`src/common/rnn_pkg.sv`:
```
// shared widths, fixed-point types and bundles for the recurrent cell
package rnn_pkg;

	// --------------------------------------------------------------------------
	// dimensions
	// --------------------------------------------------------------------------

	// vector length and matrix side
	localparam int DIM   = 3;
	// time steps per frame
	localparam int STEPS = 3;

	// fixed-point word
	localparam int FIX_W = 16;
	// six full products plus headroom
	localparam int ACC_W = 36;

	// --------------------------------------------------------------------------
	// data types
	// --------------------------------------------------------------------------

	typedef logic signed [FIX_W-1:0] fix_t;
	typedef logic signed [ACC_W-1:0] acc_t;

	// element 0 sits in the low word
	typedef fix_t [DIM-1:0] vec_t;
	// row-major, m[row][col]
	typedef vec_t [DIM-1:0] mat_t;

	// one input cycle, all four streams together
	typedef struct packed {
		fix_t u;
		fix_t w;
		fix_t v;
		fix_t x;
	} in_sample_t;

	// complete frame as held by the loader
	typedef struct packed {
		mat_t u_m;
		mat_t w_m;
		mat_t v_m;
		// x_seq[t] is input vector x_(t+1)
		vec_t [STEPS-1:0] x_seq;
	} frame_t;

	// --------------------------------------------------------------------------
	// control encodings
	// --------------------------------------------------------------------------

	// engine step sequencer
	typedef enum logic [1:0] {
		IDLE   = 2'd0,
		CALC_H = 2'd1,
		CALC_Y = 2'd2
	} step_state_e;

	// lane post-processing
	typedef enum logic {
		OP_HIDDEN = 1'b0,
		OP_OUTPUT = 1'b1
	} lane_op_e;

endpackage

```
`src/verilog/rnn_out_serializer.sv`:
```
`timescale 1ns/1ps

// result buffer
// three y values in every other cycle, one value out per cycle
module rnn_out_serializer (
	input  logic          clk,
	input  logic          rst_n,
	input  logic          y_valid,
	input  rnn_pkg::vec_t y_vec,
	output logic          out_valid,
	output rnn_pkg::fix_t out
);

	localparam int BUF_DEPTH = rnn_pkg::DIM * rnn_pkg::STEPS;
	localparam int PTR_W     = $clog2(BUF_DEPTH + 1);

	// --------------------------------------------------------------------------
	// storage
	// --------------------------------------------------------------------------

	rnn_pkg::fix_t    y_buf [BUF_DEPTH];
	logic [PTR_W-1:0] wr_ptr;
	logic [PTR_W-1:0] rd_cnt;

	// whole vector lands at wr_ptr..wr_ptr+2
	always_ff @(posedge clk) begin
		if (y_valid) begin
			for (int i = 0; i < rnn_pkg::DIM; i++) begin
				y_buf[wr_ptr + i] <= y_vec[i];
			end
		end
	end

	// --------------------------------------------------------------------------
	// pointers and burst control
	// --------------------------------------------------------------------------

	// write pointer wraps after the third vector
	// so it is back at 0 for the next frame
	always_ff @(posedge clk or negedge rst_n) begin
		if (!rst_n) begin
			wr_ptr <= '0;
		end
		else if (y_valid) begin
			if (wr_ptr == PTR_W'(BUF_DEPTH - rnn_pkg::DIM))
				wr_ptr <= '0;
			else
				wr_ptr <= wr_ptr + PTR_W'(rnn_pkg::DIM);
		end
	end

	// burst starts the cycle after the first y_valid
	// read side trails the writes, never catches up
	always_ff @(posedge clk or negedge rst_n) begin
		if (!rst_n) begin
			out_valid <= 1'b0;
			rd_cnt    <= '0;
		end
		else if (y_valid && wr_ptr == '0) begin
			out_valid <= 1'b1;
			rd_cnt    <= '0;
		end
		else if (out_valid) begin
			// ninth value out, rearm
			if (rd_cnt == PTR_W'(BUF_DEPTH - 1)) begin
				out_valid <= 1'b0;
				rd_cnt    <= '0;
			end
			else begin
				rd_cnt <= rd_cnt + 1'b1;
			end
		end
	end

	// zero outside the burst
	assign out = out_valid ? y_buf[rd_cnt] : '0;

endmodule

```
`config.mk`:
```
export PLATFORM = sky130hd
export DESIGN_NAME = rnn_out_serializer
export DESIGN_NICKNAME = d
export VERILOG_FILES = /design/src/common/rnn_pkg.sv /design/src/verilog/rnn_out_serializer.sv
export SDC_FILE = /design/constraint.sdc
export NUM_CORES = 1
export LEC_CHECK = 0
export BUFFER_PORTS_ARGS = -buffer_cell sky130_fd_sc_hd__buf_2
export CORE_MARGIN = 3
export CORE_UTILIZATION = 40
export DETAILED_ROUTE_END_ITERATION = 7
export PLACE_DENSITY = 0.62
export SLEW_MARGIN = 20
export SYNTH_ARGS = -nofsm -noshare
export SYNTH_HDL_FRONTEND = slang
export SYNTH_SLANG_ARGS = --single-unit
export TNS_END_PERCENT = 50
```
`constraint.sdc`:
```
create_clock -name clk -period 10.6 [get_ports clk]
set_clock_uncertainty 0.2 [all_clocks]
set_input_delay 2.12 -clock clk [delete_from_list [all_inputs] [get_ports clk]]
set_output_delay 2.12 -clock clk [all_outputs]
set_load 0.01 [all_outputs]
```
=== Word level (Yosys, flattened, before mapping) ===
Memory sizes are Yosys's and may differ from the RTL's.
Index checks and enable logic that the tools add are counted.

* Reductions and logical operators: 3
* Multiply operators: 0
* $add $sub $neg: 4
* Magnitude comparators: 0
* Shift operators: 0
* Bitwise operators: 0
* Mux-type cells: 10
* Equal/unequal tests: 2
* Div/mod/pow operators: 0

{| class="wikitable"
|+ Operator list
! cell !! count
|-
| 2-to-1 mux 16 bit || 1
|-
| 2-to-1 mux 4 bit || 4
|-
| adder 4 x 1 -> 4 bit, second input constant || 2
|-
| adder 4 x 2 -> 4 bit, second input constant || 2
|-
| 2-to-1 mux 1 bit || 5
|-
| equality test 4 x 3 -> 1 bit, second input constant || 1
|-
| equality test 4 bit, second input constant || 1
|-
| zero test 4 bit || 1
|-
| nonzero test 2 bit || 1
|-
| logical AND 1 bit || 1
|}

* Input bits: 51
* Flip-flop bits (word level): 9
* Logic and storage cells: 23
* Memory bits (writable): 144
* Latch bits: 0
* ROM bits: 0
* Memories: 1
* Output and inout port bits: 17

{| class="wikitable"
|+ Memories
! name !! depth !! width !! rd ports !! clocked after memory_dff !! write ports !! line !! source
|-
| y_buf || 9 || 16 || 1 || 0 || 3 || rnn_out_serializer.sv:21 || <nowiki>rnn_pkg::fix_t y_buf [BUF_DEPTH];</nowiki>
|}

=== Depth between registers and ports, before layout ===
Gate-level depths: netlist of the first run.

* Depth after elaboration: 4
* Mapped depth: 9
* Depth with buffers taken out: 6

=== Least setup slack after synthesis of the first run ===
Ideal clock, no wire load.

* Path type: input to register
* Start: in y_valid
* End: mem y_buf[3][0] (netlist bit) (enable)
* Path buffers: 2
* Library setup time: 0.447 ns
* Cell stages on the path: 4
* Required time: 9.953 ns
* Slack: 5.285 ns
* Arrival time: 4.668 ns
* Cells stage by stage: clkbuf_1 > clkbuf_1 > nand2_1 > o311ai_0

{| class="wikitable"
|+ RTL lines
! item !! line !! source
|-
| start, declared || rnn_out_serializer.sv:8 || <nowiki>input logic y_valid,</nowiki>
|-
| end, declared || rnn_out_serializer.sv:21 ||
|}

=== Worst setup path in the final report of the first run ===
* Start: reg rd_cnt[0]
* End: out out[10]

* Cells in the longest elaborated chain, start to end: 2

{| class="wikitable"
|+ Ends and longest elaborated chain
! item !! line !! source
|-
| start, declared || rnn_out_serializer.sv:23 || <nowiki>logic [PTR_W-1:0] rd_cnt;</nowiki>
|-
| start signal, assigned || rnn_out_serializer.sv:70 || <nowiki>rd_cnt <= rd_cnt + 1'b1;</nowiki>
|-
| memory (9 x 16 bit) || -- ||
|-
| 2-to-1 mux 16 bit || rnn_out_serializer.sv:76 || <nowiki>assign out = out_valid ? y_buf[rd_cnt] : '0;</nowiki>
|-
| end, declared || rnn_out_serializer.sv:11 || <nowiki>output rnn_pkg::fix_t out</nowiki>
|}

No other way between the ends.

==> results of run 1 <==
-- cell type report --
cell class	instances	share of cell area (%)
clock inverter	6	0.3542
sequential	153	42.97
multi-input combinational	664	42.56
clock buffer	26	4.900
inverter	14	0.4959
tap	319	3.767
antenna	4	0.09446
timing repair buffer	91	4.865
-- metrics by stage --
stage / hold WS [ns] / total power, mW / instance area [um^2] / worst slack (ns)
4_1_cts: 0.4645 / 2.833 / 10580 / 5.058
6_report: 0.4449 / 2.836 / 10600 / 5.050
2_1_floorplan: 0.3822 / 1.847 / 9651 / 5.285
5_1_grt: 0.4672 / 2.982 / 10590 / 4.995
3_5_place_dp: 0.4549 / 2.261 / 10020 / 5.508
3_3_place_gp: 0.4360 / 2.238 / 10020 / 5.518
-- kinds of logic after synthesis --
family	after synthesis	synth area share [%]
compound gates	211	12.12
xor+xnor	3	0.2723
fa+ha+maj	9	1.167
buf+inv	133	7.079
flops	153	47.14
mux	211	22.12
simple gates	230	10.10
-- flip-flops by register name, indices dropped and copies added, names as in the netlist --
register	flops
out_valid	1
rd_cnt	4
wr_ptr	4
y_buf	144
-- power by group through the flow --
stage / sequential (mW) / clock [mW] / combinational [mW]
after floorplan: 0.988 / 0 / 0.859
after global placement: 1.06 / 0 / 1.18
after detailed placement: 1.06 / 0 / 1.20
after CTS: 1.04 / 0.581 / 1.21
after global routing: 1.07 / 0.605 / 1.31
final: 1.05 / 0.577 / 1.21
-- worst reg2reg max path: cells and delay by family (launching register included) --
kind | cells | cell delay (ns)
DFF | 1 | 0.69
adders and majority gates | 1 | 0.38
and+or+nand+nor | 3 | 1.35
buffers and inverters | 2 | 0.38
-- layout by cell type (no fill, tap or decap), types with 2 or more instances in the layout --
cell type | Yosys | final
o22ai_1 | 16 | 16
dfrtp_1 | 9 | 8
mux2i_1 | 193 | 193
o21ai_0 | 28 | 28
nand4_1 | 3 | 3
clkinv_2 | 0 | 4
buf_2 | 14 | 67
a21oi_1 | 135 | 135
and2_1 | 2 | 2
clkbuf_16 | 0 | 17
nor4_2 | 0 | 7
nand2_1 | 27 | 27
nand2b_1 | 2 | 2
nor2_1 | 165 | 164
buf_4 | 19 | 24
a2111oi_0 | 16 | 16
o311ai_2 | 0 | 2
diode_2 | 0 | 4
inv_1 | 14 | 14
nand3b_1 | 2 | 2
clkbuf_1 | 68 | 3
mux2_2 | 18 | 18
o21ai_1 | 9 | 9
nand3_1 | 11 | 11
edfxtp_1 | 144 | 144
nor2b_1 | 3 | 3
clkbuf_8 | 0 | 6
ha_1 | 9 | 9
xnor2_1 | 2 | 2
-- cells in the mapped netlist (all sizes together), types with 2 or more instances --
master	n	area (um^2)
nor2	165	619.3
inv	14	52.55
nand2	27	101.4
mux2i	193	1932
nand4	3	18.77
ha	9	112.6
o21ai	37	185.2
nand3	11	55.05
and2	2	12.51
nor2b	3	18.77
buf	50	370.4
a21oi	135	675.7
clkbuf	69	260.2
nand2b	2	12.51
nor3b	2	20.02
nand3b	2	15.01
o311ai	3	26.28
xnor2	2	17.52
mux2	18	202.7
dfrtp	9	225.2
edfxtp	144	4324
o22ai	16	100.1
a2111oi	16	140.1
nor4	8	65.06
-- routing by layer --
layer	track usage (%)	share of wire, %	wire, um	vias up
met1	30.13	43	12580	3501
met4	9.347	3.4	997	0
met5	0	0	0	-
met3	3.898	5.9	1736	65
met2	36.36	48	13990	304
li1	-	-	-	3408
-- worst min path at each step --
stage                           end  cells past startpoint
after global placement    wr_ptr[1]                      2
after global routing      wr_ptr[1]                      2
after detailed placement  wr_ptr[1]                      2
after CTS                 wr_ptr[1]                      2
after floorplan           wr_ptr[1]                      2
final                     wr_ptr[1]                      2
==> flow_metrics.py, run 1 <==
metrics = {
    "placed_design": {
        "post-place-cells": 1241,
        "place_hpwl_mm": 17.52,
        "number_of_port_buffers": 67,
        "finalWeightedCongestion": 0.8355,
    },
    "power": {
        "power.density_nw_per_um2": 267.7,
        "power.net_switching_mw": 1.139,
        "ir_worst_vdd_mv": 0.1077,
        "seq_power_share_pct": 36.9,
        "power.leakage_nw": 3.795,
        "clock_power_share_pct": 20.3,
        "p_int_mw": 1.697,
        "p_sw_share_pct": 40.16,
        "logic_gate_share_of_total_power_pct": 42.7,
    },
    "die": {
        "floorplan.initialDensity_pct": 40.87,
        "floorplan.core_area_um2": 23610,
        "horiz_die_dim_um": 161.3,
        "floorplan.rows": 56,
        "die_height_um": 161.3,
        "ios": 68,
        "die-area_um2": 26030,
    },
    "timing": {
        "finalCritPeriodShare_pct": 52.35,
        "timing.fmax_ghz": 0.1802,
        "measured_slew_at_the_worst_slew_check_pin_ns": 1.084,
        "slew-limit-headroom_pct": 27.51,
        "unrepaired_setup_endpoints_after_global_routing": "no",
        "timing.final.setup_violations": 0,
        "finalHoldViolCount": 0,
        "slew_viol_final": 0,
        "fin_tns_setup_ns": 0,
        "layout_min_cycle_time_ns": 5.550,
    },
    "layout": {
        "final_layout_size_suffix_gt1_share_pct": 16.35,
        "synthToLayoutAreaGrowth_pct": 9.801,
        "nets": 1001,
        "n_fill_cell": 2224,
        "sequential_cell_area_um2": 4553,
        "final_instance_count_excl_fillers": 1277,
        "multi_input_comb_area_um2": 4509,
        "post-route-util_pct": 44.88,
    },
    "routing": {
        "number_of_iterations_in_the_first_detailed_routing_pass": 6,
        "ant_nets": 0,
        "vias": 7278,
        "detail_route.wirelength_mm": 29.30,
        "remaining_drc_errors": 0,
        "post_drt_via_cell_ratio": 5.699,
        "post_drt_wl_per_cell_um": 22.94,
        "drt_first_iter_violations": 742,
    },
    "setup_path": {
        "path_delay_family": "buffers and inverters",
        "worst-r2r-setup-slack_ns": 7.05,
        "worst-path-max-fanout": 48,
        "r2r-start": "wr_ptr[2]",
        "setup.worst_path.end": "out[10]",
        "crit-reg2reg-capture": "y_buf[6][2]",
        "cp_slowest_stage_delay_ns": 0.71,
        "worst-setup-path-type": "reg2out",
        "r2r_cells": 6,
        "endpoint_kind": "primary output",
        "timing.critical_path.arrival_ns": 3.23,
        "cp.depth": 5,
        "crit_buf_inv": 2,
        "critical-path-slowest-cell": "buf_4",
        "start_kind": "flip-flop",
        "crit_path_cell_trace": "buf_4 > mux2_2 > a2111oi_0 > nor2_1 > buf_2",
        "setup.worst_path.start": "rd_cnt[0]",
        "worst_ep_required_time_ns": 8.28,
    },
    "worst_hold_path": {
        "timing.hold.worst.class": "reg2reg",
        "hold_start": "wr_ptr[1]",
    },
    "flow_run": {
        "reported_max_cap_violation_count": 0,
    },
    "clocking": {
        "clk_path_buf_depth": 2,
        "cts-resized-gates": 0,
        "cts_buffers": 17,
        "post-cts-setup-buffer-count": 0,
        "root_buffer_cell": "clkbuf_16",
        "htree_num_levels": 4,
        "cts_tree": "built",
        "numClockSinks": 153,
        "cts.hold.buffers_added": 0,
        "path_clk_slew_ns": 0.06,
        "clk_latency_ns": 0.42,
    },
    "yosys": {
        "post_synth_instance_area_um2": 9651,
        "number_of_enable_type_register_cells_in_the_synthesized_netlist": 144,
        "netlist-cell-type-count": 42,
        "mapped_cells": 950,
        "yosysWarnings": 0,
        "syn-num-nets": 1010,
        "async_reset_ff_share_pct": 5.882,
        "synthFlopType": "edfxtp_1",
        "postSynthRegisterBits": 153,
        "seq_area_frac_synth_pct": 47.14,
        "avgSynthCellArea_um2": 10.16,
    },
    "global_route": {
        "grt.total_usage_pct": 22.54,
        "initial_antenna_violation_count": 3,
        "overflow": 0,
        "grt_first_pass_wirelength_mm": 43.90,
        "grt_pass1_vias": 6921,
        "grt_start_max_net_pins": 49,
    },
    "run_status": {
        "outcome": "complete, no violations",
    },
}
Note: power is estimated with default switching activity, not from simulation.
==> inputs of run 2 (changes only) <==
--- a/config.mk
+++ b/config.mk
@@ -9,7 +9,7 @@
 export CORE_MARGIN = 3
 export CORE_UTILIZATION = 40
 export DETAILED_ROUTE_END_ITERATION = 7
-export PLACE_DENSITY = 0.62
+export PLACE_DENSITY = 0.64
 export SLEW_MARGIN = 20
 export SYNTH_ARGS = -nofsm -noshare
 export SYNTH_HDL_FRONTEND = slang
==> constraint.sdc (replaced) <==
create_clock -name clk -period 4.5 [get_ports clk]
set_clock_uncertainty 0.2 [all_clocks]
set_input_delay 0.9 -clock clk [delete_from_list [all_inputs] [get_ports clk]]
set_output_delay 0.9 -clock clk [all_outputs]
set_load 0.01 [all_outputs]
==> run 2 against run 1 <==
- sequential share of layout area decreased by 0.37 points
- sequential power increased by 130%
- cell count increased by 0.78%
==> flow_metrics.py, run 2 (synthesis results as in run 1) <==
metrics = {
    "run_status": {
        "outcome": "complete, no violations",
    },
    "routing": {
        "remaining_drc_errors": 0,
        "number_of_iterations_in_the_first_detailed_routing_pass": 5,
        "post_drt_wl_per_cell_um": 22.39,
        "post_drt_via_cell_ratio": 5.755,
        "detail_route.wirelength_mm": 28.82,
        "drt_first_iter_violations": 652,
        "vias": 7407,
        "ant_nets": 0,
    },
    "setup_path": {
        "crit-reg2reg-capture": "y_buf[0][13]",
        "worst_ep_required_time_ns": 3.40,
        "start_kind": "flip-flop",
        "r2r_cells": 6,
        "worst-path-max-fanout": 22,
        "endpoint_kind": "primary output",
        "worst-setup-path-type": "reg2out",
        "timing.critical_path.arrival_ns": 2.68,
        "r2r-start": "wr_ptr[2]",
        "worst-r2r-setup-slack_ns": 1.24,
    },
    "worst_hold_path": {
        "timing.hold.worst.class": "in2async",
    },
    "die": {
        "floorplan.initialDensity_pct": 40.87,
        "floorplan.rows": 56,
        "die_height_um": 161.3,
        "ios": 68,
        "horiz_die_dim_um": 161.3,
        "die-area_um2": 26030,
        "floorplan.core_area_um2": 23610,
    },
    "clocking": {
        "clk_path_buf_depth": 2,
        "root_buffer_cell": "clkbuf_16",
        "clk_latency_ns": 0.44,
        "cts_buffers": 17,
        "cts.hold.buffers_added": 0,
        "path_clk_slew_ns": 0.07,
        "cts-resized-gates": 0,
        "post-cts-setup-buffer-count": 0,
        "htree_num_levels": 4,
        "cts_tree": "built",
        "numClockSinks": 153,
    },
    "placed_design": {
        "finalWeightedCongestion": 0.8486,
        "dpl_worst_slack_ns": 1.221,
        "placed_area_um2": 10110,
        "number_of_port_buffers": 67,
        "place_hpwl_mm": 18.12,
    },
    "layout": {
        "design_area_um2": 10690,
        "post-route-util_pct": 45.26,
        "synthToLayoutAreaGrowth_pct": 10.75,
        "top_register": "y_buf",
        "nets": 1012,
        "final_common_cell": "mux2i_1",
        "number_of_flip_flops_under_the_largest_register_name": 144,
        "largestRegisters": "y_buf: 144 flops, rd_cnt: 4 flops, wr_ptr: 4 flops",
        "final_layout_size_suffix_gt1_share_pct": 17.51,
        "layout.cells.most_common_list": "193 x mux2i_1, 165 x nor2_1, 144 x edfxtp_1",
    },
    "flow_run": {
        "reported_max_cap_violation_count": 0,
    },
    "timing": {
        "unrepaired_setup_endpoints_after_global_routing": "no",
        "slew_viol_final": 0,
        "slew-limit-headroom_pct": 35.27,
        "timing.fmax_ghz": 0.2642,
        "finalWorstSetupSlack_ns": 0.7156,
        "finalHoldViolCount": 0,
        "layout_min_cycle_time_ns": 3.784,
        "measured_slew_at_the_worst_slew_check_pin_ns": 0.9709,
        "timing.final.setup_violations": 0,
        "fin_tns_setup_ns": 0,
        "finalCritPeriodShare_pct": 84.10,
    },
    "global_route": {
        "initial_antenna_violation_count": 3,
        "overflow": 0,
        "grt_first_pass_wirelength_mm": 43.23,
        "grt_start_max_net_pins": 34,
        "grt_pass1_vias": 7173,
        "grt.total_usage_pct": 21.91,
    },
    "power": {
        "ir_worst_vdd_mv": 0.2824,
        "power.leakage_nw": 3.827,
        "power.density_nw_per_um2": 633.1,
    },
}
## run 2: changes by cell type in the layout (fill, tap and decap cells not counted), sizes merged
cell      delta
bufinv       +1
clkbuf       -9
clkinvlp     +5
buf         +11
diode        -1
clkinv       -1
inv          +4
## run 2: worst max-delay path by stage
stage                          from           to  slack [ns]  cells past startpoint
final                     rd_cnt[0]      out[14]        0.72                      5
after CTS                 rd_cnt[0]       out[1]        0.75                      5
after floorplan             y_valid  y_buf[3][0]        0.41                      4
after detailed placement  rd_cnt[0]       out[5]        1.22                      5
after global placement    rd_cnt[0]      out[10]        1.23                      5
after global routing      rd_cnt[0]      out[14]        0.60                      5
## run 2: stage by stage
step,instances,hold slack (ns),power (mW)
final,1287,0.1350,6.767
after global placement,1252,0.4185,5.308
after global routing,1287,0.1387,7.087
after CTS,1284,0.1256,6.746
after detailed placement,1252,0.4345,5.361
after floorplan,950,0.3822,4.351
## run 2: layout make-up
class                   instances  area (um^2)
clock buffers                  17        425.4
diodes                          3        7.507
inverters                      14        52.55
well taps                     319        399.1
fillers                      2139        12920
multi-input cells             664         4497
clock inverters                15        142.6
flip-flops and latches        153         4553
repair buffers                102        610.6
## run 2: routing by layer
metal / track usage [%] / vias up / wire length (um)
li1: - / 3439 / -
met1: 29.01 / 3537 / 12180
met2: 35.59 / 369 / 13680
met3: 3.591 / 62 / 2047
met4: 9.582 / 0 / 911
met5: 0 / - / 0
## run 2: report_power, final
group	total, mW	switching, mW	internal [mW]
Combinational	2.91	1.85	1.06
Sequential	2.46	0.262	2.20
Clock	1.40	0.630	0.769
## run 2: critical path, stage by stage, from the launching register on
cell	delay [ns]
dfrtp_4	0.66
buf_4	0.40
mux2_2	0.38
a2111oi_0	0.42
nor2_1	0.18
buf_2	0.18
