## config.mk

```make
export PLATFORM = sky130hd
export DESIGN_NAME = rnn_sample_loader
export DESIGN_NICKNAME = d
export VERILOG_FILES = /design/src/common/rnn_pkg.sv /design/src/verilog/rnn_sample_loader.sv
export SDC_FILE = /design/constraint.sdc
export NUM_CORES = 1
export LEC_CHECK = 0
export ABC_CLOCK_PERIOD_IN_PS = 800
export CAP_MARGIN = 0
export CORE_AREA = 2 2 250 252
export CTS_BUF_LIST = sky130_fd_sc_hd__clkbuf_4 sky130_fd_sc_hd__clkbuf_8
export CTS_CLUSTER_SIZE = 14
export DETAILED_ROUTE_END_ITERATION = 8
export DIE_AREA = 0 0 252 254
export DONT_BUFFER_PORTS = 1
export GPL_TIMING_DRIVEN = 0
export HOLD_SLACK_MARGIN = 0.05
export PLACE_DENSITY = 0.4
export SYNTH_ARGS = -nofsm -noshare
export SYNTH_HDL_FRONTEND = slang
export SYNTH_SLANG_ARGS = --single-unit
```

## constraint.sdc

```tcl
create_clock -name clk -period 0.8 [get_ports clk]
set_input_delay 0.08 -clock clk [delete_from_list [all_inputs] [get_ports clk]]
set_output_delay 0.08 -clock clk [all_outputs]
set_load 0.05 [all_outputs]
```

## src/common/rnn_pkg.sv

```systemverilog
// shared widths, fixed-point types and bundles for the recurrent cell
package rnn_pkg;

	// --------------------------------------------------------------------------
	// dimensions
	// --------------------------------------------------------------------------

	// vector length and matrix side
	localparam int DIM   = 3;
	// time steps per frame
	localparam int STEPS = 3;

	// fixed-point word
	localparam int FIX_W = 16;
	// six full products plus headroom
	localparam int ACC_W = 36;

	// --------------------------------------------------------------------------
	// data types
	// --------------------------------------------------------------------------

	typedef logic signed [FIX_W-1:0] fix_t;
	typedef logic signed [ACC_W-1:0] acc_t;

	// element 0 sits in the low word
	typedef fix_t [DIM-1:0] vec_t;
	// row-major, m[row][col]
	typedef vec_t [DIM-1:0] mat_t;

	// one input cycle, all four streams together
	typedef struct packed {
		fix_t u;
		fix_t w;
		fix_t v;
		fix_t x;
	} in_sample_t;

	// complete frame as held by the loader
	typedef struct packed {
		mat_t u_m;
		mat_t w_m;
		mat_t v_m;
		// x_seq[t] is input vector x_(t+1)
		vec_t [STEPS-1:0] x_seq;
	} frame_t;

	// --------------------------------------------------------------------------
	// control encodings
	// --------------------------------------------------------------------------

	// engine step sequencer
	typedef enum logic [1:0] {
		IDLE   = 2'd0,
		CALC_H = 2'd1,
		CALC_Y = 2'd2
	} step_state_e;

	// lane post-processing
	typedef enum logic {
		OP_HIDDEN = 1'b0,
		OP_OUTPUT = 1'b1
	} lane_op_e;

endpackage

```

## src/verilog/rnn_sample_loader.sv

```systemverilog
`timescale 1ns/1ps

// frame capture
// nine samples shift in, the first one ends up in the lowest word
module rnn_sample_loader (
	input  logic                clk,
	input  logic                rst_n,
	input  logic                in_valid,
	input  rnn_pkg::in_sample_t in_data,
	output rnn_pkg::frame_t     frame,
	output logic                load_done
);

	// --------------------------------------------------------------------------
	// matrix and vector storage
	// --------------------------------------------------------------------------

	// mat_t as a flat word array: word k is m[k/3][k%3]
	// x_seq likewise: word k is x_(k/3+1)[k%3]
	localparam int MAT_BITS = $bits(rnn_pkg::mat_t);
	localparam int SEQ_BITS = $bits(frame.x_seq);

	// new word enters at the top, older words move down by one
	// the word that falls off the bottom is dropped by the size cast
	always_ff @(posedge clk) begin
		if (in_valid) begin
			frame.u_m   <= MAT_BITS'({in_data.u, frame.u_m} >> rnn_pkg::FIX_W);
			frame.w_m   <= MAT_BITS'({in_data.w, frame.w_m} >> rnn_pkg::FIX_W);
			frame.v_m   <= MAT_BITS'({in_data.v, frame.v_m} >> rnn_pkg::FIX_W);
			frame.x_seq <= SEQ_BITS'({in_data.x, frame.x_seq} >> rnn_pkg::FIX_W);
		end
	end

	// --------------------------------------------------------------------------
	// end-of-frame detect
	// --------------------------------------------------------------------------

	// in_valid one cycle back
	logic prev_valid;

	// falling edge of in_valid seen in cycle L
	// strobe comes out registered in L+1
	always_ff @(posedge clk or negedge rst_n) begin
		if (!rst_n) begin
			prev_valid <= 1'b0;
			load_done  <= 1'b0;
		end
		else begin
			prev_valid <= in_valid;
			load_done  <= prev_valid & ~in_valid;
		end
	end

endmodule

```

# Word-level counts from Yosys, hierarchy flattened
# Index checks and enable logic that the tools add are counted.
[word_totals]
reg_bits = 578
out_inout_bits = 577
word_cells = 40
[op_classes]
bitwise_logic = 2
[op_table]
columns = ["op", "count"]
rows = [
  ["AND 1 bit", 1],
  ["inverter 1 bit", 1],
]

# Logic depth before layout (Yosys ltp)
# Gate-level depths: netlist of run 1.
[logic_depth]
depth_word = 2
mapped_depth = 1

# Worst setup path after synthesis of run 1
# OpenSTA, ideal clock, no wires.
[synth_timing]
kind = "flip-flop to flip-flop"
startpoint = "register frame[16] (netlist name)"
endpoint = "register frame[0] (netlist name) (data pin)"
arrival_ns = 0.579
t_required_ns = 0.450
setup_slack_ns = -0.129
stages_incl_launch_ff = 1
n_path_buf = 0
synth_period_minus_slack_ns = 0.929
path_cell_list = "edfxtp_1"
[synth_lines]
columns = ["item", "line_no", "text"]
rows = [
  ["start, declared", "rnn_sample_loader.sv:10", "output rnn_pkg::frame_t frame,"],
]
# No word-level cell between the ends.

# Worst setup path after layout of run 1
[layout_timing]
startpoint = "register frame[111] (netlist name)"
endpoint = "output frame[111] (netlist name)"
# No word-level cell between the ends.

==> metrics.cfg, run 1 <==
[run_status]
status = complete, but fails checks
violations = negative hold slack, max-slew violations, negative setup slack

[logic_synthesis]
synth_top_cell_area_share = 0.996
synth_top_area_cell = edfxtp_1
yosys_warnings = 0
yosysSeqAreaShare = 0.999
synth_area_per_cell_um2 = 30.0
syn_area_um2 = 17400
synth_fp_nets = 646
ys_types = 3
ys_seq_elements = 578
postSynthCellCount = 579
synth_top_cells_by_area = edfxtp_1 100%, dfrtp_1 0.29%, nor2b_4 0.079%

[grt]
grt_max_degree = 579
grt_overflow_total = 0
antenna_found_initial = 2
globalRouteTotalUtil = 0.115
grt_pass1_vias = 7074
grt_first_pass_wirelength_um = 53200

[sta]
finalMaxSlewViolations = 81
slew_headroom = -0.0526
hold_slack_ps = -440
tns_ps = -438510
fin_skew_ps = 35.3
tightest_slew_ps = 1580
finalCriticalPeriod_ps = 1590
hold_violations = 82
post-route-worst-setup-slack_ps = -789
finalCritPeriodShare = 1.99
rsz0062_at_grt = yes
max_freq_mhz = 629
setup_viol_count_final = 1226

[die]
core_area_um2 = 61300
start_util = 0.283
die_area_um2 = 64000
io_pins = 644
die_h_um = 254
rows = 91
chipWidth_um = 252

[drt]
drt_iter0_drc = 550
post-route-drc-count = 0
wirelength_um = 39500
drt-wirelength-per-cell_um = 23.8
drt_first_pass_iters = 6
ant_nets = 0
via_per_inst = 4.15
vias = 6892

[worst_setup_path]
startpoint_type = flip-flop
cp-end-kind = output port
cp.arrival_ps = 1510
cp_max_fo = 2
r2r_start = frame[111]$_DFFE_PP_
crit_type = reg2out
crit_path_start = frame[111]$_DFFE_PP_
cp.required_ps = 720

[clock_tree]
worstSkewPairLatency_ps = 670
h-tree-depth = 3
root_buffer = clkbuf_8
cts_buffers = 95
cts_sinks = 578
hold_buffers = 130
clock_path_buffers = 3
clkTransAtPathRegs_ps = 60
cts_tree = done
cts_setup_buffers = 0

[worst_hold_path]
worstHoldPathType = in2reg
min_from = in_valid

[power]
leakage_nw = 7.16
power_density_nw_per_um2 = 3180
total_power_mw = 68.2
vdd_drop_max_mv = 1.68

[layout]
fin_nets = 873
post-route-cell-area_um2 = 21500
layout_common_cells = 576 x edfxtp_1, 130 x dlygate4sd3_1, 95 x clkbuf_8
antennaDiodeCount = 0
drive_gt1_frac = 0.174
layout_commonest_cell = edfxtp_1
syn_to_final_growth_pct = 23.6

[placement]
post-place-ws_ps = -392
dp_hpwl_um = 25700
gp_congestion = 0.765
io_buffers = 0
place_area_um2 = 18300

[flow_run]
cap_viol_max_count = 0

==> worst paths after layout <==
check / endpoint / slack (ps) / cells past startpoint
setup / recovery: frame[111] / -790 / 0
hold / removal: frame[307]$_DFFE_PP_ / -440 / 0
setup reg to reg: frame[95]$_DFFE_PP_ / -380 / 0
hold reg to reg: load_done$_DFF_PN0_ / 470 / 1
max in group asynchronous: prev_valid$_DFF_PN0_ / 420 / 2
min in group asynchronous: load_done$_DFF_PN0_ / 250 / 2
==> state kept, by name, indices dropped and copies added (netlist names) <==
name,flops
frame,576
load_done,1
prev_valid,1
==> synthesized netlist by cell type <==
library cell and number:
edfxtp_1 576, dfrtp_1 2, nor2b_4 1
==> layout make-up <==
type,instances,area [µm²]
clock buffer,133,1590
clock inverter,28,209
fill,5609,39800
multi-input combinational,1,13.8
sequential,578,17300
tap,790,988
timing repair buffer,130,1300
==> report_power, final <==
| group | internal (mW) | switching, mW |
|---|---|---|
| combinational | 0.422 | 0.103 |
| clock | 13.2 | 11.2 |
| sequential | 35.7 | 7.53 |
| total | 49.3 | 18.8 |
==> per-layer routing <==
metal	part of all wire	vias up	GRT usage
met4	0.025	0	0.0507
met1	0.31	3567	0.108
met3	0.12	67	0.0657
met2	0.54	416	0.202
met5	0	-	0
li1	-	2842	-
==> per-stage QoR <==
| stage | util | cells |
|---|---|---|
| final | 0.350 | 1660 |
| after global routing | 0.350 | 1660 |
| after CTS | 0.350 | 1660 |
| after detailed placement | 0.300 | 1369 |
| after global placement | 0.300 | 1369 |
| after floorplan | - | 579 |
==> cell families (layout without fill, tap and decap cells) <==
logic type	Yosys count	after routing	share of synthesized area
flops	578	578	0.999
simple gates	1	1	0.000793
buf+inv	0	291	0
==> timing repair <==
action / 4_1_cts / 5_1_grt
endpoints found under the hold margin: 644 / 578
endpoints found under the setup margin: 1089 / 1089
resized for setup: 1 / 0
Note: power is estimated with default switching activity, not from simulation.
==> inputs of run 2 (changes only) <==
--- a/config.mk
+++ b/config.mk
@@ -6,7 +6,6 @@
 export NUM_CORES = 1
 export LEC_CHECK = 0
 export ABC_CLOCK_PERIOD_IN_PS = 800
-export CAP_MARGIN = 0
 export CORE_AREA = 2 2 250 252
 export CTS_BUF_LIST = sky130_fd_sc_hd__clkbuf_4 sky130_fd_sc_hd__clkbuf_8
 export CTS_CLUSTER_SIZE = 14
==> constraint.sdc (replaced) <==
create_clock -name clk -period 0.8 [get_ports clk]
set_input_delay 0.16 -clock clk [delete_from_list [all_inputs] [get_ports clk]]
set_output_delay 0.16 -clock clk [all_outputs]
set_load 0.05 [all_outputs]
==> run 2 against run 1 <==
Net effect: the flow still finishes with violations (negative hold slack, max-slew violations, negative setup slack); core utilization decreased by 0.49 points; final area decreased by 1.4%; clock power about the same; flip-flop and latch count unchanged; final cell count decreased by 1.8%; non-clock buffer count decreased by 30; via count decreased by 1.2%; die area unchanged; global-route usage decreased by 0.075 points; first-iteration DRC count decreased by 4.5%; sequential power about the same; critical path type unchanged; critical endpoint unchanged.
==> metrics.cfg, run 2 (same netlist as run 1, synthesis figures left out) <==
[run_status]
status = complete, but fails checks
violations = negative hold slack, max-slew violations, negative setup slack

[worst_setup_path]
startpoint_type = flip-flop
crit_type = reg2out
cp.required_ps = 640  ; -80 ps
cp-end-kind = output port
cp_max_fo = 2  ; unchanged
cp.arrival_ps = 1510  ; about the same

[sta]
finalCritPeriodShare = 2.08  ; +0.0959
fin_skew_ps = 36.3  ; +0.962 ps
tightest_slew_ps = 1500  ; -77.7 ps
post-route-worst-setup-slack_ps = -866  ; -76.7 ps
rsz0062_at_grt = yes
finalCriticalPeriod_ps = 1670  ; +76.7 ps
slew_headroom = -0.000816  ; +0.0518
setup_viol_count_final = 1257  ; +2.5%
finalMaxSlewViolations = 8  ; -90%
hold_violations = 51  ; -38%
hold_slack_ps = -359  ; +80.7 ps
max_freq_mhz = 600  ; -4.6%

[layout]
final_util = 0.345  ; -0.00490
layout_commonest_cell = edfxtp_1
largest_reg_flops = 576  ; unchanged
syn_to_final_growth_pct = 21.8
antennaDiodeCount = 0  ; unchanged
regMostFlops = frame
post-route-cell-area_um2 = 21200  ; -1.4%
reg_top3 = frame: 576 flops, load_done: 1 flops, prev_valid: 1 flops
fin_nets = 843  ; -3.4%
layout_common_cells = 576 x edfxtp_1, 100 x dlygate4sd3_1, 95 x clkbuf_8
instances_no_fill = 1630  ; -1.8%
drive_gt1_frac = 0.180  ; +0.00620

[die]
core_area_um2 = 61300  ; unchanged
die_area_um2 = 64000  ; unchanged
rows = 91  ; unchanged
chipWidth_um = 252  ; unchanged
start_util = 0.283  ; unchanged
io_pins = 644  ; unchanged
die_h_um = 254  ; unchanged

[power]
switching_share = 0.276  ; about the same
leakage_nw = 7.03  ; -1.8%
power.switching_mw = 18.8  ; -0.23%
total_power_mw = 68.0  ; -0.20%
intPower_mw = 49.2  ; -0.19%
p_comb_frac = 0.006  ; -0.002
power_frac_seq = 0.635  ; about the same
vdd_drop_max_mv = 1.68  ; about the same
power_density_nw_per_um2 = 3220  ; +1.2%
p_clk_frac = 0.359  ; about the same

[clock_tree]
clkTransAtPathRegs_ps = 60  ; about the same
hold_buffers = 105  ; -19%
cts_sinks = 578  ; unchanged
root_buffer = clkbuf_8
cts_setup_buffers = 0  ; unchanged
cts_buffers = 95  ; unchanged
h-tree-depth = 3  ; unchanged
cts_tree = done
clock_path_buffers = 3  ; unchanged
worstSkewPairLatency_ps = 670  ; about the same

[grt]
grt_overflow_total = 0  ; unchanged
antenna_found_initial = 2  ; unchanged
grt_pass1_vias = 6945  ; -1.8%
grt_max_degree = 579  ; unchanged
grt_first_pass_wirelength_um = 52800  ; -0.80%
globalRouteTotalUtil = 0.114  ; -0.000748

[drt]
post-route-drc-count = 0  ; unchanged
wirelength_um = 39300  ; -0.53%
vias = 6808  ; -1.2%
drt_iter0_drc = 525  ; -4.5%
drt_first_pass_iters = 6  ; unchanged
via_per_inst = 4.18  ; +0.60%
ant_nets = 0  ; unchanged
drt-wirelength-per-cell_um = 24.1  ; +1.3%

[placement]
post-place-ws_ps = -392  ; unchanged
place_area_um2 = 18300  ; unchanged
io_buffers = 0  ; unchanged
gp_congestion = 0.765  ; unchanged
dp_hpwl_um = 25700  ; unchanged
dp_cells = 1369  ; unchanged

[worst_hold_path]
worstHoldPathType = in2reg

[flow_run]
cap_viol_max_count = 0  ; unchanged

## run 2: changes by cell type in the layout (fill, tap and decap cells not counted)
cell / change
dlygate4sd3_1: -30
## run 2: routing by layer
layer / GRT usage / vias to the layer above / part of all wire
met4: 0.0507 / 0 / 0.025
met5: 0 / - / 0
met1: 0.108 / 3531 / 0.31
met3: 0.0650 / 66 / 0.12
met2: 0.201 / 428 / 0.54
li1: - / 2783 / -
## run 2: repair_timing
| action | in CTS | in global routing |
|---|---|---|
| gates resized for setup | 1 | 0 |
| endpoints found under the setup margin | 1089 | 1094 |
| gates cloned | 0 | 0 |
| hold endpoints to repair | 644 | 578 |
## run 2: power groups by stage
| stage | Combinational, mW | Clock, mW | Sequential (mW) |
|---|---|---|---|
| final | 0.405 | 24.4 | 43.2 |
| after global routing | 0.432 | 26.9 | 43.4 |
| after CTS | 0.415 | 25.5 | 43.3 |
| after detailed placement | 0.00443 | 0 | 43.9 |
| after global placement | 0.00455 | 0 | 43.9 |
| after floorplan | 0.00444 | 0 | 43.0 |
## run 2: worst paths after layout
check                                     start  slack (ps)              endpoint  depth (start not counted)
setup / recovery           frame[111]$_DFFE_PP_        -870            frame[111]                          0
hold / removal                         in_valid        -360  frame[258]$_DFFE_PP_                          0
setup reg to reg           frame[111]$_DFFE_PP_        -380   frame[95]$_DFFE_PP_                          0
hold reg to reg            prev_valid$_DFF_PN0_         470   load_done$_DFF_PN0_                          1
max in group asynchronous                 rst_n         330  prev_valid$_DFF_PN0_                          2
min in group asynchronous                 rst_n         330   load_done$_DFF_PN0_                          2
## run 2: per-stage QoR
stage	hold WS, ps	TNS [ps]
after floorplan	-136	-65860
after CTS	-475	-546770
after global placement	-135	-96840
after global routing	-459	-539590
final	-359	-489560
after detailed placement	-135	-96530
## run 2: final cells by class
class                   instances  area [µm²]
multi-input cells               1        13.8
well taps                     790         988
flip-flops and latches        578       17300
repair buffers                100        1000
clock inverters                28         209
clock buffers                 133        1590
fillers                      5621       40100
==> inputs of run 3 (changes only) <==
--- a/config.mk
+++ b/config.mk
@@ -6,15 +6,15 @@
 export NUM_CORES = 1
 export LEC_CHECK = 0
 export ABC_CLOCK_PERIOD_IN_PS = 800
-export CORE_AREA = 2 2 250 252
+export BUFFER_PORTS_ARGS = -buffer_cell sky130_fd_sc_hd__buf_4
+export CORE_AREA = 2 2 251 253
 export CTS_BUF_LIST = sky130_fd_sc_hd__clkbuf_4 sky130_fd_sc_hd__clkbuf_8
 export CTS_CLUSTER_SIZE = 14
 export DETAILED_ROUTE_END_ITERATION = 8
-export DIE_AREA = 0 0 252 254
-export DONT_BUFFER_PORTS = 1
+export DIE_AREA = 0 0 253 255
 export GPL_TIMING_DRIVEN = 0
 export HOLD_SLACK_MARGIN = 0.05
-export PLACE_DENSITY = 0.4
+export PLACE_DENSITY = 0.49
 export SYNTH_ARGS = -nofsm -noshare
 export SYNTH_HDL_FRONTEND = slang
 export SYNTH_SLANG_ARGS = --single-unit
==> run 3 against run 2 <==
Net effect: the flow finishes with violations (negative setup slack); final cell count grew 56%; global-route usage grew 3.1 points; first-iteration DRC count shrank 5.0%; fmax grew 5.2%; critical endpoint is now frame[527]; largest cell class unchanged.
==> metrics.cfg, run 3 (same netlist as run 1, synthesis figures left out) <==
[run_status]
status = complete, but fails checks
violations = negative setup slack

[layout]
post-route-cell-area_um2 = 30300  ; +43%
layout_commonest_cell = buf_6
regMostFlops = frame
fin_nets = 1727  ; +100%
reg_top3 = frame: 576 flops, load_done: 1 flops, prev_valid: 1 flops
largest_reg_flops = 576  ; unchanged
instances_no_fill = 2535  ; +56%
drive_gt1_frac = 0.611  ; +0.431
syn_to_final_growth_pct = 74.6
layout_common_cells = 584 x buf_6, 576 x edfxtp_1, 311 x buf_4

[worst_setup_path]
slowest_stage = edfxtp_1
cp.required_ps = 640  ; about the same
cp.buffers_inverters = 1
crit_chain = buf_6
worstReg2RegEnd = frame[205]$_DFFE_PP_
ff2ff_path_depth = 2  ; +2
r2r_start = frame[221]$_DFFE_PP_
cp_max_fo = 2  ; unchanged
cp.depth = 1  ; +1
crit_end = frame[527]
crit_family = flip-flops
cp.arrival_ps = 1420  ; -90 ps
startpoint_type = flip-flop
crit_path_start = frame[527]$_DFFE_PP_
cp_slowest_stage_delay_ps = 530
cp-end-kind = output port
crit_type = reg2out
r2r_slack_ps = -200  ; +180 ps

[placement]
gp_congestion = 0.805  ; +5.3%
dp_hpwl_um = 34100  ; +32%
dp_cells = 2025  ; +48%
place_area_um2 = 23300  ; +27%
io_buffers = 643  ; +643
post-place-ws_ps = -1640  ; -1250 ps

[drt]
post-route-drc-count = 0  ; unchanged
vias = 10100  ; +49%
via_per_inst = 4.00  ; -4.3%
wirelength_um = 52500  ; +34%
ant_nets = 0  ; unchanged
drt_iter0_drc = 499  ; -5.0%
drt-wirelength-per-cell_um = 20.7  ; -14%
drt_first_pass_iters = 4  ; -2

[grt]
grt_overflow_total = 0  ; unchanged
grt_pass1_vias = 9986  ; +44%
grt_max_degree = 67  ; -88%
grt_first_pass_wirelength_um = 67400  ; +28%
globalRouteTotalUtil = 0.145  ; +0.0313
antenna_found_initial = 4  ; +2

[sta]
fin_skew_ps = 38.9  ; +2.59 ps
finalCriticalPeriod_ps = 1580  ; -82.4 ps
tightest_slew_ps = 323  ; -1180 ps
rsz0062_at_grt = yes
finalMaxSlewViolations = 0  ; -8
max_freq_mhz = 632  ; +5.2%
hold_violations = 0  ; -100%
finalCritPeriodShare = 1.98  ; -0.103
slew_headroom = 0.785  ; +0.785
setup_viol_count_final = 812  ; -35%
post-route-worst-setup-slack_ps = -783  ; +82.4 ps

[die]
die_area_um2 = 64500  ; +0.79%
io_pins = 644  ; unchanged
die_h_um = 255  ; +0.39%
start_util = 0.279  ; -0.00412
chipWidth_um = 253  ; +0.40%
core_area_um2 = 62200  ; +1.5%
rows = 92  ; +1.1%

[power]
switching_share = 0.284  ; +0.00724
power_density_nw_per_um2 = 2470  ; -23%
power_frac_seq = 0.492  ; -0.143
vdd_drop_max_mv = 1.53  ; -9.2%
power.switching_mw = 21.2  ; +13%
p_comb_frac = 0.171  ; +0.165
intPower_mw = 53.7  ; +9.0%
p_clk_frac = 0.337  ; -0.022
leakage_nw = 12.2  ; +74%

[worst_hold_path]
holdPathStages = 2  ; +2
worstHoldPathType = in2reg

[clock_tree]
cts_tree = done
cts_sinks = 578  ; unchanged
worstSkewPairLatency_ps = 680  ; about the same
clock_path_buffers = 3  ; unchanged
root_buffer = clkbuf_8
clkTransAtPathRegs_ps = 60  ; about the same
h-tree-depth = 3  ; unchanged
cts_buffers = 97  ; +2.1%

[flow_run]
cap_viol_max_count = 0  ; unchanged

## run 3: cell count changes in the layout (fill, tap and decap cells not counted), moves of 2 or more
| cell | previous run | this run |
|---|---|---|
| buf_6 | 0 | 584 |
| buf_4 | 0 | 311 |
| dlygate4sd3_1 | 100 | 67 |
| clkinv_1 | 12 | 30 |
| clkbuf_4 | 38 | 27 |
| clkbuf_16 | 0 | 10 |
| buf_16 | 0 | 8 |
| clkbuf_8 | 95 | 99 |
| clkinvlp_4 | 4 | 1 |
| clkinv_2 | 6 | 8 |
| diode_2 | 0 | 2 |
## run 3: worst min path at each step
stage / from / end / slack [ps]
floorplan: rst_n / load_done$_DFF_PN0_ / -140
global placement: rst_n / prev_valid$_DFF_PN0_ / -60
detailed placement: rst_n / prev_valid$_DFF_PN0_ / -60
CTS: in_data[22] / frame[278]$_DFFE_PP_ / 110
global route: in_valid / frame[173]$_DFFE_PP_ / 70
finish: in_valid / frame[173]$_DFFE_PP_ / 120
## run 3: stage by stage
stage	TNS [ps]	hold WS (ps)	util	power, mW
2_1_floorplan	-65860	-136	-	43.0
3_3_place_gp	-2957060	-56.6	0.373	47.4
3_5_place_dp	-653300	-55.7	0.375	47.3
4_1_cts	-685110	106	0.471	75.4
5_1_grt	-411270	67.7	0.488	77.6
6_report	-361820	116	0.488	74.9
## run 3: layout make-up
| class | instances | area, µm² |
|---|---|---|
| Tap cell | 799 | 1000 |
| Fill cell | 5225 | 31800 |
| Clock buffer | 126 | 1570 |
| Antenna cell | 2 | 5.00 |
| Timing Repair Buffer | 982 | 10100 |
| Sequential cell | 578 | 17300 |
| Multi-Input combinational cell | 1 | 13.8 |
| Clock inverter | 47 | 298 |
## run 3: routing by layer
metal / GRT usage / up-vias / part of all wire
met5: 0 / - / 0
met4: 0.0717 / 0 / 0.034
met3: 0.0496 / 89 / 0.073
met2: 0.240 / 395 / 0.52
met1: 0.171 / 5067 / 0.38
li1: - / 4581 / -
## run 3: what timing repair did
action	in CTS	in global routing
gates resized for setup	584	6
hold buffers	67	1
cloned	5	13
buffers inserted	150	99
endpoints found under the setup margin	1050	1289
endpoints found under the hold margin	176	1
## run 3: power by group through the flow
stage                     clock [mW]  combinational, mW  sequential [mW]
after global routing            27.4               13.1             37.0
final                           25.3               12.8             36.8
after CTS                       26.3               12.3             36.8
after floorplan                    0            0.00444             43.0
after detailed placement           0               10.2             37.2
after global placement             0               10.1             37.4
